$ cat src/blimp_pkg.sv
// ------------------------------------------------
// Shared definitions for the blimp core
// Opcodes, reset vector, Wishbone and trace structs
// Instruction word views and decoded fields
// ------------------------------------------------

package blimp_pkg;

  // ------------------------------------------------
  // Widths and constants
  // ------------------------------------------------

  // Data and address width
  localparam int xlen = 32;

  // First fetch address
  localparam logic [xlen-1:0] reset_pc = 32'h0;

  // Major opcodes, register and immediate arithmetic
  localparam logic [6:0] opcode_op     = 7'b0110011;
  localparam logic [6:0] opcode_op_imm = 7'b0010011;

  // M extension funct7
  localparam logic [6:0] funct7_mul = 7'b0000001;

  // Operations the core understands
  typedef enum logic [1:0] {
    alu_add,
    alu_addi,
    alu_mul,
    alu_none
  } alu_op_e;

  // ------------------------------------------------
  // Instruction word
  // ------------------------------------------------

  // Register-register layout
  typedef struct packed {
    logic [6:0] funct7;
    logic [4:0] rs2;
    logic [4:0] rs1;
    logic [2:0] funct3;
    logic [4:0] rd;
    logic [6:0] opcode;
  } r_type_t;

  // Register-immediate layout
  typedef struct packed {
    logic [11:0] imm;
    logic [4:0]  rs1;
    logic [2:0]  funct3;
    logic [4:0]  rd;
    logic [6:0]  opcode;
  } i_type_t;

  // Same 32 bits, two decodings
  typedef union packed {
    r_type_t r_type;
    i_type_t i_type;
  } inst_u;

  // Decoder output
  typedef struct packed {
    alu_op_e         op;
    logic [4:0]      rs1;
    logic [4:0]      rs2;
    logic [4:0]      rd;
    logic [xlen-1:0] imm;
  } decoded_t;

  // ------------------------------------------------
  // Bus and trace
  // ------------------------------------------------

  // Wishbone classic request, read only
  typedef struct packed {
    logic            cyc;
    logic            stb;
    logic [xlen-1:0] adr;
  } wb_req_t;

  // Wishbone classic response
  typedef struct packed {
    logic            ack;
    logic [xlen-1:0] dat;
  } wb_rsp_t;

  // One entry per retired instruction
  typedef struct packed {
    logic            val;
    logic [xlen-1:0] pc;
    logic [4:0]      waddr;
    logic [xlen-1:0] wdata;
    logic            wen;
  } inst_trace_t;

endpackage

$ cat src/blimp_regfile.sv
// ------------------------------------------------
// 32 x 32 register file, two reads, one write
// x0 hardwired to zero
// ------------------------------------------------

`timescale 1ns/10ps

module blimp_regfile (
  input  logic                       clk,
  input  logic [4:0]                 rs1,
  input  logic [4:0]                 rs2,
  output logic [blimp_pkg::xlen-1:0] rd1,
  output logic [blimp_pkg::xlen-1:0] rd2,
  input  logic                       wen,
  input  logic [4:0]                 waddr,
  input  logic [blimp_pkg::xlen-1:0] wdata
);

  // Storage, entry 0 never written
  logic [blimp_pkg::xlen-1:0] regs [32];

  // Write on the clock edge
  // x0 writes dropped here
  always_ff @(posedge clk) begin
    if (wen && (waddr != 5'd0)) begin
      regs[waddr] <= wdata;
    end
  end

  // Combinational reads
  always_comb begin
    rd1 = (rs1 == 5'd0) ? '0 : regs[rs1];
    rd2 = (rs2 == 5'd0) ? '0 : regs[rs2];
  end

endmodule

$ cat src/blimp_decode.sv
// ------------------------------------------------
// Instruction decoder
// Operation, register indices, sign-extended imm
// ------------------------------------------------

`timescale 1ns/10ps

module blimp_decode (
  input  blimp_pkg::inst_u    inst,
  output blimp_pkg::decoded_t dec
);

  // Fields common to both views
  logic [6:0] opcode;
  logic [2:0] funct3;
  logic [6:0] funct7;

  assign opcode = inst.r_type.opcode;
  assign funct3 = inst.r_type.funct3;
  assign funct7 = inst.r_type.funct7;

  always_comb begin
    // Register indices straight from the R-type view
    dec.rs1 = inst.r_type.rs1;
    dec.rs2 = inst.r_type.rs2;
    dec.rd  = inst.r_type.rd;

    // I-type immediate, sign-extended from bit 11
    dec.imm = {{(blimp_pkg::xlen-12){inst.i_type.imm[11]}}, inst.i_type.imm};

    // Operation select
    // ADD, MUL and ADDI all use funct3 zero
    dec.op = blimp_pkg::alu_none;
    if ((opcode == blimp_pkg::opcode_op) && (funct3 == 3'b000)) begin
      if (funct7 == 7'b0000000) begin
        dec.op = blimp_pkg::alu_add;
      end else if (funct7 == blimp_pkg::funct7_mul) begin
        dec.op = blimp_pkg::alu_mul;
      end
    end else if ((opcode == blimp_pkg::opcode_op_imm) && (funct3 == 3'b000)) begin
      dec.op = blimp_pkg::alu_addi;
    end

    // Unknown instructions retire without a write
    if (dec.op == blimp_pkg::alu_none) begin
      dec.rd = 5'd0;
    end
  end

endmodule

$ cat src/blimp_mul_steps.sv
// ------------------------------------------------
// Multiply step counter
// 32 iterations, flags the final one
// ------------------------------------------------

`timescale 1ns/10ps

module blimp_mul_steps (
  input  logic clk,
  input  logic reset,
  input  logic start,
  output logic busy,
  output logic last_step
);

  // Steps remaining after the current one
  logic [4:0] count;

  always_ff @(posedge clk) begin
    if (reset) begin
      busy  <= 1'b0;
      count <= 5'd0;
    end else if (start) begin
      // 32 steps, 31 down to 0
      busy  <= 1'b1;
      count <= 5'd31;
    end else if (busy) begin
      if (count == 5'd0) begin
        busy <= 1'b0;
      end else begin
        count <= count - 5'd1;
      end
    end
  end

  // High during the final step only
  assign last_step = busy && (count == 5'd0);

endmodule

$ cat src/blimp_mul_unit.sv
// ------------------------------------------------
// Iterative shift-add multiplier datapath
// One multiplier bit per step, low 32 bits kept
// ------------------------------------------------

`timescale 1ns/10ps

module blimp_mul_unit (
  input  logic                       clk,
  input  logic                       start,
  input  logic                       step,
  input  logic [blimp_pkg::xlen-1:0] a,
  input  logic [blimp_pkg::xlen-1:0] b,
  output logic [blimp_pkg::xlen-1:0] product
);

  // Multiplicand, shifted left each step
  logic [blimp_pkg::xlen-1:0] mcand;
  // Multiplier, shifted right each step
  logic [blimp_pkg::xlen-1:0] mplier;
  // Running sum of partial products
  logic [blimp_pkg::xlen-1:0] acc;

  // Partial product for this step
  logic [blimp_pkg::xlen-1:0] partial;

  assign partial = mplier[0] ? mcand : '0;

  always_ff @(posedge clk) begin
    if (start) begin
      // Load operands, clear the sum
      mcand  <= a;
      mplier <= b;
      acc    <= '0;
    end else if (step) begin
      // Upper bits of the product fall off the top
      acc    <= acc + partial;
      mcand  <= mcand << 1;
      mplier <= mplier >> 1;
    end
  end

  // Valid once the last step has been taken
  assign product = acc;

endmodule

$ cat src/blimp_ctrl.sv
// ------------------------------------------------
// Core controller FSM: FETCH, EXEC, MUL, WB
// Owns pc, instruction register, Wishbone fetch
// Adds, writeback and trace output
// ------------------------------------------------

`timescale 1ns/10ps

module blimp_ctrl (
  input  logic                        clk,
  input  logic                        reset,
  output blimp_pkg::wb_req_t          wb_req,
  input  blimp_pkg::wb_rsp_t          wb_rsp,
  output blimp_pkg::inst_u            inst,
  input  blimp_pkg::decoded_t         dec,
  input  logic [blimp_pkg::xlen-1:0]  rd1,
  input  logic [blimp_pkg::xlen-1:0]  rd2,
  output logic                        rf_wen,
  output logic [4:0]                  rf_waddr,
  output logic [blimp_pkg::xlen-1:0]  rf_wdata,
  output logic                        mul_start,
  input  logic                        mul_busy,
  input  logic                        mul_last,
  input  logic [blimp_pkg::xlen-1:0]  product,
  output blimp_pkg::inst_trace_t      trace
);

  typedef enum logic [1:0] {
    st_fetch,
    st_exec,
    st_mul,
    st_wb
  } state_e;

  state_e state;
  state_e state_next;

  logic [blimp_pkg::xlen-1:0] pc;
  // Sum from EXEC
  logic [blimp_pkg::xlen-1:0] result;
  // Registered cyc and stb, low during reset
  logic fetch_active;
  logic is_mul;

  assign is_mul = (dec.op == blimp_pkg::alu_mul);

  // ------------------------------------------------
  // Next state
  // ------------------------------------------------

  always_comb begin
    state_next = state;
    case (state)
      st_fetch: if (fetch_active && wb_rsp.ack) state_next = st_exec;
      st_exec:  state_next = is_mul ? st_mul : st_wb;
      // Leave on the final step, or if the counter went idle
      st_mul:   if (mul_last || !mul_busy) state_next = st_wb;
      st_wb:    state_next = st_fetch;
      default:  state_next = st_fetch;
    endcase
  end

  always_ff @(posedge clk) begin
    if (reset) begin
      state        <= st_fetch;
      fetch_active <= 1'b0;
      pc           <= blimp_pkg::reset_pc;
    end else begin
      state        <= state_next;
      // Request drops the cycle after ack
      fetch_active <= (state_next == st_fetch);
      if (state == st_wb) begin
        pc <= pc + 32'd4;
      end
    end
  end

  // Instruction word and sum
  always_ff @(posedge clk) begin
    if ((state == st_fetch) && fetch_active && wb_rsp.ack) begin
      inst <= wb_rsp.dat;
    end
    if (state == st_exec) begin
      result <= (dec.op == blimp_pkg::alu_addi) ? rd1 + dec.imm : rd1 + rd2;
    end
  end

  // ------------------------------------------------
  // Outputs
  // ------------------------------------------------

  always_comb begin
    wb_req.cyc = fetch_active;
    wb_req.stb = fetch_active;
    wb_req.adr = pc;
  end

  // Multiplier kicked off from EXEC
  assign mul_start = (state == st_exec) && is_mul;

  // Commit in WB, x0 never written
  assign rf_wen   = (state == st_wb) && (dec.rd != 5'd0);
  assign rf_waddr = dec.rd;
  assign rf_wdata = is_mul ? product : result;

  always_comb begin
    trace.val   = (state == st_wb);
    trace.pc    = pc;
    trace.waddr = dec.rd;
    trace.wdata = rf_wdata;
    trace.wen   = rf_wen;
  end

endmodule

$ cat src/blimp_core.sv
// ------------------------------------------------
// blimp core top level
// Controller, decoder, register file, multiplier
// ------------------------------------------------

`timescale 1ns/10ps

module blimp_core (
  input  logic                   clk,
  input  logic                   reset,
  output blimp_pkg::wb_req_t     wb_req,
  output logic                   wb_we,
  input  blimp_pkg::wb_rsp_t     wb_rsp,
  output blimp_pkg::inst_trace_t trace
);

  blimp_pkg::inst_u    inst;
  blimp_pkg::decoded_t dec;

  // Register file ports
  logic [blimp_pkg::xlen-1:0] rd1;
  logic [blimp_pkg::xlen-1:0] rd2;
  logic                       rf_wen;
  logic [4:0]                 rf_waddr;
  logic [blimp_pkg::xlen-1:0] rf_wdata;

  // Multiplier handshake
  logic                       mul_start;
  logic                       mul_busy;
  logic                       mul_last;
  logic [blimp_pkg::xlen-1:0] product;

  // Fetch only, never a write
  assign wb_we = 1'b0;

  // ------------------------------------------------
  // Control and decode
  // ------------------------------------------------

  blimp_ctrl ctrl (
    .clk       (clk),
    .reset     (reset),
    .wb_req    (wb_req),
    .wb_rsp    (wb_rsp),
    .inst      (inst),
    .dec       (dec),
    .rd1       (rd1),
    .rd2       (rd2),
    .rf_wen    (rf_wen),
    .rf_waddr  (rf_waddr),
    .rf_wdata  (rf_wdata),
    .mul_start (mul_start),
    .mul_busy  (mul_busy),
    .mul_last  (mul_last),
    .product   (product),
    .trace     (trace)
  );

  blimp_decode decode (
    .inst (inst),
    .dec  (dec)
  );

  blimp_regfile regfile (
    .clk   (clk),
    .rs1   (dec.rs1),
    .rs2   (dec.rs2),
    .rd1   (rd1),
    .rd2   (rd2),
    .wen   (rf_wen),
    .waddr (rf_waddr),
    .wdata (rf_wdata)
  );

  // ------------------------------------------------
  // Multiplier, counter busy steps the datapath
  // ------------------------------------------------

  blimp_mul_steps mul_steps (
    .clk       (clk),
    .reset     (reset),
    .start     (mul_start),
    .busy      (mul_busy),
    .last_step (mul_last)
  );

  blimp_mul_unit mul_unit (
    .clk     (clk),
    .start   (mul_start),
    .step    (mul_busy),
    .a       (rd1),
    .b       (rd2),
    .product (product)
  );

endmodule

$ cat config.mk
export PLATFORM = sky130hd
export DESIGN_NAME = blimp_core
export DESIGN_NICKNAME = d
export VERILOG_FILES = /design/src/blimp_pkg.sv /design/src/blimp_regfile.sv /design/src/blimp_decode.sv /design/src/blimp_mul_steps.sv /design/src/blimp_mul_unit.sv /design/src/blimp_ctrl.sv /design/src/blimp_core.sv
export SDC_FILE = /design/constraint.sdc
export NUM_CORES = 2
export LEC_CHECK = 0
export ABC_AREA = 1
export ABC_CLOCK_PERIOD_IN_PS = 4900
export BUFFER_PORTS_ARGS = -buffer_cell sky130_fd_sc_hd__buf_2
export CORE_UTILIZATION = 40
export DETAILED_ROUTE_END_ITERATION = 7
export RECOVER_POWER = 50
export SETUP_SLACK_MARGIN = 0.1
export SYNTH_ARGS = -nofsm -noshare
export SYNTH_HDL_FRONTEND = slang
export SYNTH_SLANG_ARGS = --single-unit
$ cat constraint.sdc
create_clock -name clk -period 4.9 [get_ports clk]
set_clock_uncertainty 0.15 [all_clocks]
set_input_delay 0.735 -clock clk [delete_from_list [all_inputs] [get_ports clk]]
set_output_delay 0.735 -clock clk [all_outputs]
set_load 0.01 [all_outputs]
# ---- Yosys cells after proc, flatten, opt, wreduce, memory -nomap -nowiden
# Memory sizes are Yosys's and may differ from the RTL's. A register that Yosys moved wholly into a read port is not among the register bits.
# Cells that the tools add are included.
dict set report word_totals {
  elab_cells 75
  n_memories 1
  reg_bits 201
  ramBits 1024
  output_inout_bits 106
  inputBits 35
}
# memory depth width rd rd_clocked_by_memory_dff wr line_no
set mem_list {}
lappend mem_list {regfile.regs 32 32 2 2 1 blimp_regfile.sv:20} ;# logic [blimp_pkg::xlen-1:0] regs [32];
dict set report op_classes {
  addsub 5
  mux 28
  n_eq_ne 10
  n_reduce_logical 21
}
# cell count
set ops {}
lappend ops {{$mux 32} 9}
lappend ops {{$add 32x32->32} 3}
lappend ops {{$add 32x3->32 const B} 1}
lappend ops {{$mux 5} 6}
lappend ops {{$logic_not 5->1} 3}
lappend ops {{$mux 2} 5}
lappend ops {{$logic_and 1x1->1} 9}
lappend ops {{$eq 2x2->1 const B} 4}
lappend ops {{$pmux 2 s4} 1}
lappend ops {{$eq 7x1->1 const B} 1}
lappend ops {{$eq 7x5->1 const B} 1}
lappend ops {{$eq 7x6->1 const B} 1}
lappend ops {{$logic_not 7->1} 1}
lappend ops {{$mux 1} 7}
lappend ops {{$reduce_bool 5->1} 1}
lappend ops {{$sub 5x1->5 const B} 1}
lappend ops {{$eq 2x1->1 const B} 2}
lappend ops {{$logic_not 2->1} 2}
lappend ops {{$logic_not 3->1} 1}
lappend ops {{$ne 2x2->1 const B} 1}
lappend ops {{$reduce_and 2->1} 1}
lappend ops {{$reduce_bool 2->1} 1}
lappend ops {{$logic_not 1->1} 1}
lappend ops {{$logic_or 1x1->1} 1}

# ---- Longest topological paths before layout
dict set report logic_depth {
  depth_word 11
  ltp_mapped 25
  mapped_depth_nobuf 22
}

# ---- Hierarchy
# A second synthesis with hierarchy kept.
dict set report hier_totals {
  cells_unflattened 8081
  hier_area_um2 66413.7
}
# mod instances area_each_um2 cells_per_inst seq_area_each_um2
set by_module_without_submodules {}
lappend by_module_without_submodules {blimp_regfile 1 51687.1 5972 30749.5}
lappend by_module_without_submodules {blimp_ctrl 1 7482.2 1013 2582.5}
lappend by_module_without_submodules {blimp_mul_unit 1 6424.9 968 2562.5}
lappend by_module_without_submodules {blimp_decode 1 479.2 77 0.0}
lappend by_module_without_submodules {blimp_mul_steps 1 329.1 49 120.1}
lappend by_module_without_submodules {blimp_core 1 11.3 2 0.0}

# ---- Worst setup path before layout
# Ideal clock, no wire load.
dict set report synth_path {
  path_type {register to register}
  startpoint {reg ctrl.state[1]}
  endpoint {reg mul_unit.mcand[0] in the netlist's numbering (enable)}
  t_arrival_ps 3433
  period_less_slack_ps 4007
  path_stages_with_launch 9
  slack_ps 893
  required_time_ps 4326
  path_cell_list {dfxtp_1 -> inv_1 -> ha_1 -> inv_1 -> nor3_1 -> inv_1 -> buf_2 -> buf_2 -> nand2_1}
}
dict set report synth_via {
  elab_chain_cells 3
}
# item line_no
set synth_lines {}
lappend synth_lines {{from (decl)} blimp_ctrl.sv:35} ;# state_e state;
lappend synth_lines {{from (signal assigned)} blimp_ctrl.sv:65} ;# state <= st_fetch;
lappend synth_lines {{from (signal assigned)} blimp_ctrl.sv:69} ;# state <= state_next;
lappend synth_lines {{$eq 2x1->1} blimp_ctrl.sv:99} ;# assign mul_start = (state == st_exec) && is_mul;
lappend synth_lines {{$logic_and 1x1->1} blimp_ctrl.sv:99}
lappend synth_lines {{$reduce_bool 2->1 (no line)} n/a}
lappend synth_lines {{to (signal assigned)} blimp_mul_unit.sv:38} ;# mcand <= mcand << 1;
lappend synth_lines {{to (decl)} blimp_mul_unit.sv:18} ;# logic [blimp_pkg::xlen-1:0] mcand;
# No other way between the ends.
# A chain may end at the register's enable or synchronous reset.

==> results.txt <==
----------------------------------------------------
[Layout]
  Layout-stage area growth over the synthesis result ... 13.82%
  Ratio of cells with drive above 1 in the final layout ... 0.08366
  Filler cells ... 14000
  Commonest non-fill, non-tap cells in the layout ... 1162 x sky130_fd_sc_hd__nor2_1, 1160 x sky130_fd_sc_hd__o21ai_0, 1152 x sky130_fd_sc_hd__edfxtp_1
  Final core utilization ... 0.4612
  Final nets ... 6466
  Most common cell after layout, fill and taps aside ... sky130_fd_sc_hd__nor2_1

[Worst setup path]
  Worst-path cell with the longest stage delay ... sky130_fd_sc_hd__dfxtp_4
  Number of cells on the worst reg-to-reg path ... 16
  Termination of the worst setup path ... ctrl.result[26]
  Reg-to-reg slack, setup ... 290 ps
  Total number of cells along the worst setup path ... 16
  Sum of buffers and inverters on the critical path ... 2
  Slowest cell delay on critical path ... 670 ps
  Cells traversed along the worst timing path ... inv_16 > buf_12 > o21ai_0 > o22ai_1 > o21a_1 > o21ai_0 > nand3_1 > and3_1 > ha_1 > nand2_1 > nor2_1 > nand2_1 > o21ai_0 > a21oi_1 > o211ai_1 > nand2_1
  Worst setup path category ... flop to flop
  Endpoint kind of the worst setup timing path ... flop
  Launching element type of the critical path ... flop
  Crit path DAT ... 5010 ps
  Top delay family on crit path ... compound AO/OA/AOI/OAI gates
  Critical Path RT ... 5300 ps
  Maximum fanout encountered on the critical timing path ... 75
  Critical register-to-register path endpoint ... ctrl.result[26]

[Synth]
  Synthesized flop and latch total ... 1233
  Top_reg_cell synth ... sky130_fd_sc_hd__edfxtp_1
  Cell area after synthesis ... 61840 um2
  Synth warnings ... 0
  Async set-reset flop share out of synthesis ... 0
  Share of Yosys cell area claimed by the top area cell type ... 0.5594
  Count of mapped cells out of synthesis ... 6338
  Avg Inst Size Synth ... 9.757 um2
  Sequential fraction of the synthesis area ... 0.5857
  Cell variety after synth ... 49
  Top area cells in the synthesized netlist ... sky130_fd_sc_hd__edfxtp_1 56%, sky130_fd_sc_hd__o21ai_0 9.1%, sky130_fd_sc_hd__nor2_1 7.2%, sky130_fd_sc_hd__o221ai_1 5.0%, sky130_fd_sc_hd__nand3_1 3.5%
  Count of flip-flops with a built-in enable after synthesis ... 1152
  Area leader, netlist ... sky130_fd_sc_hd__edfxtp_1

[Die]
  I/O pin cnt ... 141
  Core ar. ... 152600 um2
  Overall die area ... 156200 um2
  Chip Height ... 395.2 um
  Standard-cell rows ... 143
  Die width ... 395.2 um
  Initial cell density of the core ... 0.4052

[Clock tree]
  Cts bufs inserted ... 137
  Clock network latency to the later pin of the worst-skew pair ... 800 ps
  CTS tree ... built
  CTS max path bufs ... 3
  H-tree lvl count ... 4
  Post-CTS Setup Repair Bufs ... 0
  Clock-pin slew on the worst setup and hold paths ... 60 ps
  Library cell used as clock root buffer ... sky130_fd_sc_hd__clkbuf_16
  Num Clock Sinks ... 1233

[Job]
  Max cap viols ... 3

[Timing]
  Final critical delay including setup and external delays ... 4609 ps
  Worst slack on hold paths ... 198.8 ps
  Total negative slack ... 0 ps
  Slew at the pin closest to its max-slew limit ... 2276 ps
  Setup repair after global routing missed its margin ... no
  Total count of max-transition violations in the final report ... 78
  Number of failing hold endpoints at the final stage ... 0
  Max Clock Freq ... 0.2169 GHz
  Relative slew slack ... -0.5176
  Total setup violations reported at the end of the flow ... 0
  Share of the cycle needed by the critical path after routing ... 0.9407

[Global routing]
  Via count of the first global-routing pass ... 50050
  Antenna violations before repair ... 6
  Total routing usage reported by global routing ... 0.2893
  GRT overflow ... 0
  Largest net degree at the start of global routing ... 155
  First-pass GRT wire length ... 334100 um

[Route]
  Detailed-route DRC error count ... 0
  Violation count after the first detailed-routing iteration ... 8501
  Detail Route Antenna Nets ... 0
  First-pass detailed-route iteration total ... 6
  WL/cell ... 27.51 um
  Average vias per placed instance ... 6.285
  Total number of vias ... 53450
  Drt total wl ... 234000 um

[Pwr]
  Net switching power ... 0.01450 W
  Internal power of the cells ... 0.02343 W
  Sw Ratio ... 0.3822
  Fraction of power consumed by combinational cells ... 0.362
  Relative contribution of the clock network to total power ... 0.277
  Max IR drop VDD ... 0.3506 mV
  Total power per unit cell area ... 538.9 nW/um2
  Static leakage power ... 24.03 nW
  Seq pwr share ... 0.361

[Outcome]
  Failing checks ... capacitance limit, slew limit
  Outcome ... complete, but fails checks

[Place]
  Dpl hpwl ... 132900 um
  Number of buffers added on ports ... 135
  Final weighted congestion in routability-driven placement ... 0.9368

[Hold path]
  Min-delay worst type ... input port to flop

----------------------------------------------------
sequential cells by signal, indices dropped and copies added (netlist names), named ones only:
register and flops:
ctrl.fetch_active 1, ctrl.inst 32, ctrl.pc 30, ctrl.result 32, ctrl.state 2, mul_steps.busy 1
mul_steps.count 5, mul_unit.mcand 32, mul_unit.mplier 32, mul_unit.product 32, regfile.regs 1024
routing by layer:
metal,vias to the layer above,GRT usage,share of wire
li1,23160,-,-
met5,-,0,0.00026
met3,751,0.06068,0.11
met2,3704,0.4525,0.45
met1,25820,0.3804,0.39
met4,8,0.1433,0.047
power by group through the flow:
stage | sequential (W) | clock (W) | combinational, W
6_report | 0.0137 | 0.0105 | 0.0137
5_1_grt | 0.0137 | 0.0109 | 0.0147
4_1_cts | 0.0136 | 0.0106 | 0.0135
3_5_place_dp | 0.0138 | 0 | 0.0134
3_3_place_gp | 0.0138 | 0 | 0.0133
2_1_floorplan | 0.0138 | 0 | 0.00831
synth_stat cells (20+ instances only):
library cell                  n
sky130_fd_sc_hd__nor2_1    1189
sky130_fd_sc_hd__edfxtp_1  1152
sky130_fd_sc_hd__o21ai_0   1127
sky130_fd_sc_hd__nand2_1    490
sky130_fd_sc_hd__nand3_1    432
sky130_fd_sc_hd__o221ai_1   353
sky130_fd_sc_hd__clkbuf_1   286
sky130_fd_sc_hd__inv_1      233
sky130_fd_sc_hd__a21oi_1    227
sky130_fd_sc_hd__buf_2      130
sky130_fd_sc_hd__o22ai_1    111
sky130_fd_sc_hd__o21ai_1     97
sky130_fd_sc_hd__dfxtp_1     81
sky130_fd_sc_hd__buf_4       78
sky130_fd_sc_hd__ha_1        68
sky130_fd_sc_hd__o211ai_1    49
sky130_fd_sc_hd__xor2_1      36
sky130_fd_sc_hd__buf_1       29
sky130_fd_sc_hd__and3_1      25
sky130_fd_sc_hd__nand4_1     21
sky130_fd_sc_hd__nor3_1      21
sky130_fd_sc_hd__xnor2_1     20
cell families after synthesis:
group                      synth area share
adders and majority gates           0.01441
xor gates and xnor gates           0.007932
buffers and inverters               0.05508
AOI/OAI and AO/OA                    0.1893
other                            0.00006064
and+or+nand+nor                      0.1459
DFF                                  0.5857
muxes                              0.001639
how the worst min path moves through the flow:
stage	startpoint	depth (start not counted)	endpoint	slack, ps
floorplan	ctrl.inst[16]	2	flop	290
global placement	ctrl.inst[18]	2	flop	300
detailed placement	ctrl.inst[18]	2	flop	310
CTS	reset	2	ctrl.pc[18]	220
global route	wb_rsp[32]	5	ctrl.state[0]	240
finish	wb_rsp[32]	5	ctrl.state[0]	200
worst register-to-register path: stages, from the launching register on:
cell and delay [ps]:
sky130_fd_sc_hd__dfxtp_4 670, sky130_fd_sc_hd__inv_16 240, sky130_fd_sc_hd__buf_12 380, sky130_fd_sc_hd__o21ai_0 130
sky130_fd_sc_hd__o22ai_1 80, sky130_fd_sc_hd__o21a_1 170, sky130_fd_sc_hd__o21ai_0 100, sky130_fd_sc_hd__nand3_1 330
sky130_fd_sc_hd__and3_1 290, sky130_fd_sc_hd__ha_1 380, sky130_fd_sc_hd__nand2_1 170, sky130_fd_sc_hd__nor2_1 180
sky130_fd_sc_hd__nand2_1 60, sky130_fd_sc_hd__o21ai_0 500, sky130_fd_sc_hd__a21oi_1 230, sky130_fd_sc_hd__o211ai_1 240
sky130_fd_sc_hd__nand2_1 80
through the flow:
step                std cells  cell area (um2)  total power, W  setup WS (ps)
finish                   8504            70380         0.03793          290.6
global route             8498            70370         0.03934          84.06
CTS                      8497            70570         0.03766          263.7
detailed placement       8220            65760         0.02726          303.3
global placement         8220            65760         0.02711          308.0
floorplan                6374            61970         0.02209          893.2
repair_timing:
| action | CTS | global route |
|---|---|---|
| resized for setup | 0 | 8 |
| hold buffers | 32 | 0 |
| endpoints found under the hold margin | 37 | 0 |
| endpoints found under the setup margin | 0 | 3 |
layout make-up:
type | instances | area (um2) | share of cell area
repair buffers | 380 | 3478 | 0.04942
clock buffers | 168 | 3637 | 0.05168
clock inverters | 77 | 852.1 | 0.01211
diodes | 7 | 17.52 | 0.0002489
multi-input cells | 4372 | 22640 | 0.3217
flip-flops and latches | 1233 | 36240 | 0.5150
inverters | 237 | 968.4 | 0.01376
well taps | 2030 | 2540 | 0.03609
(Power assumes the default switching activity.)
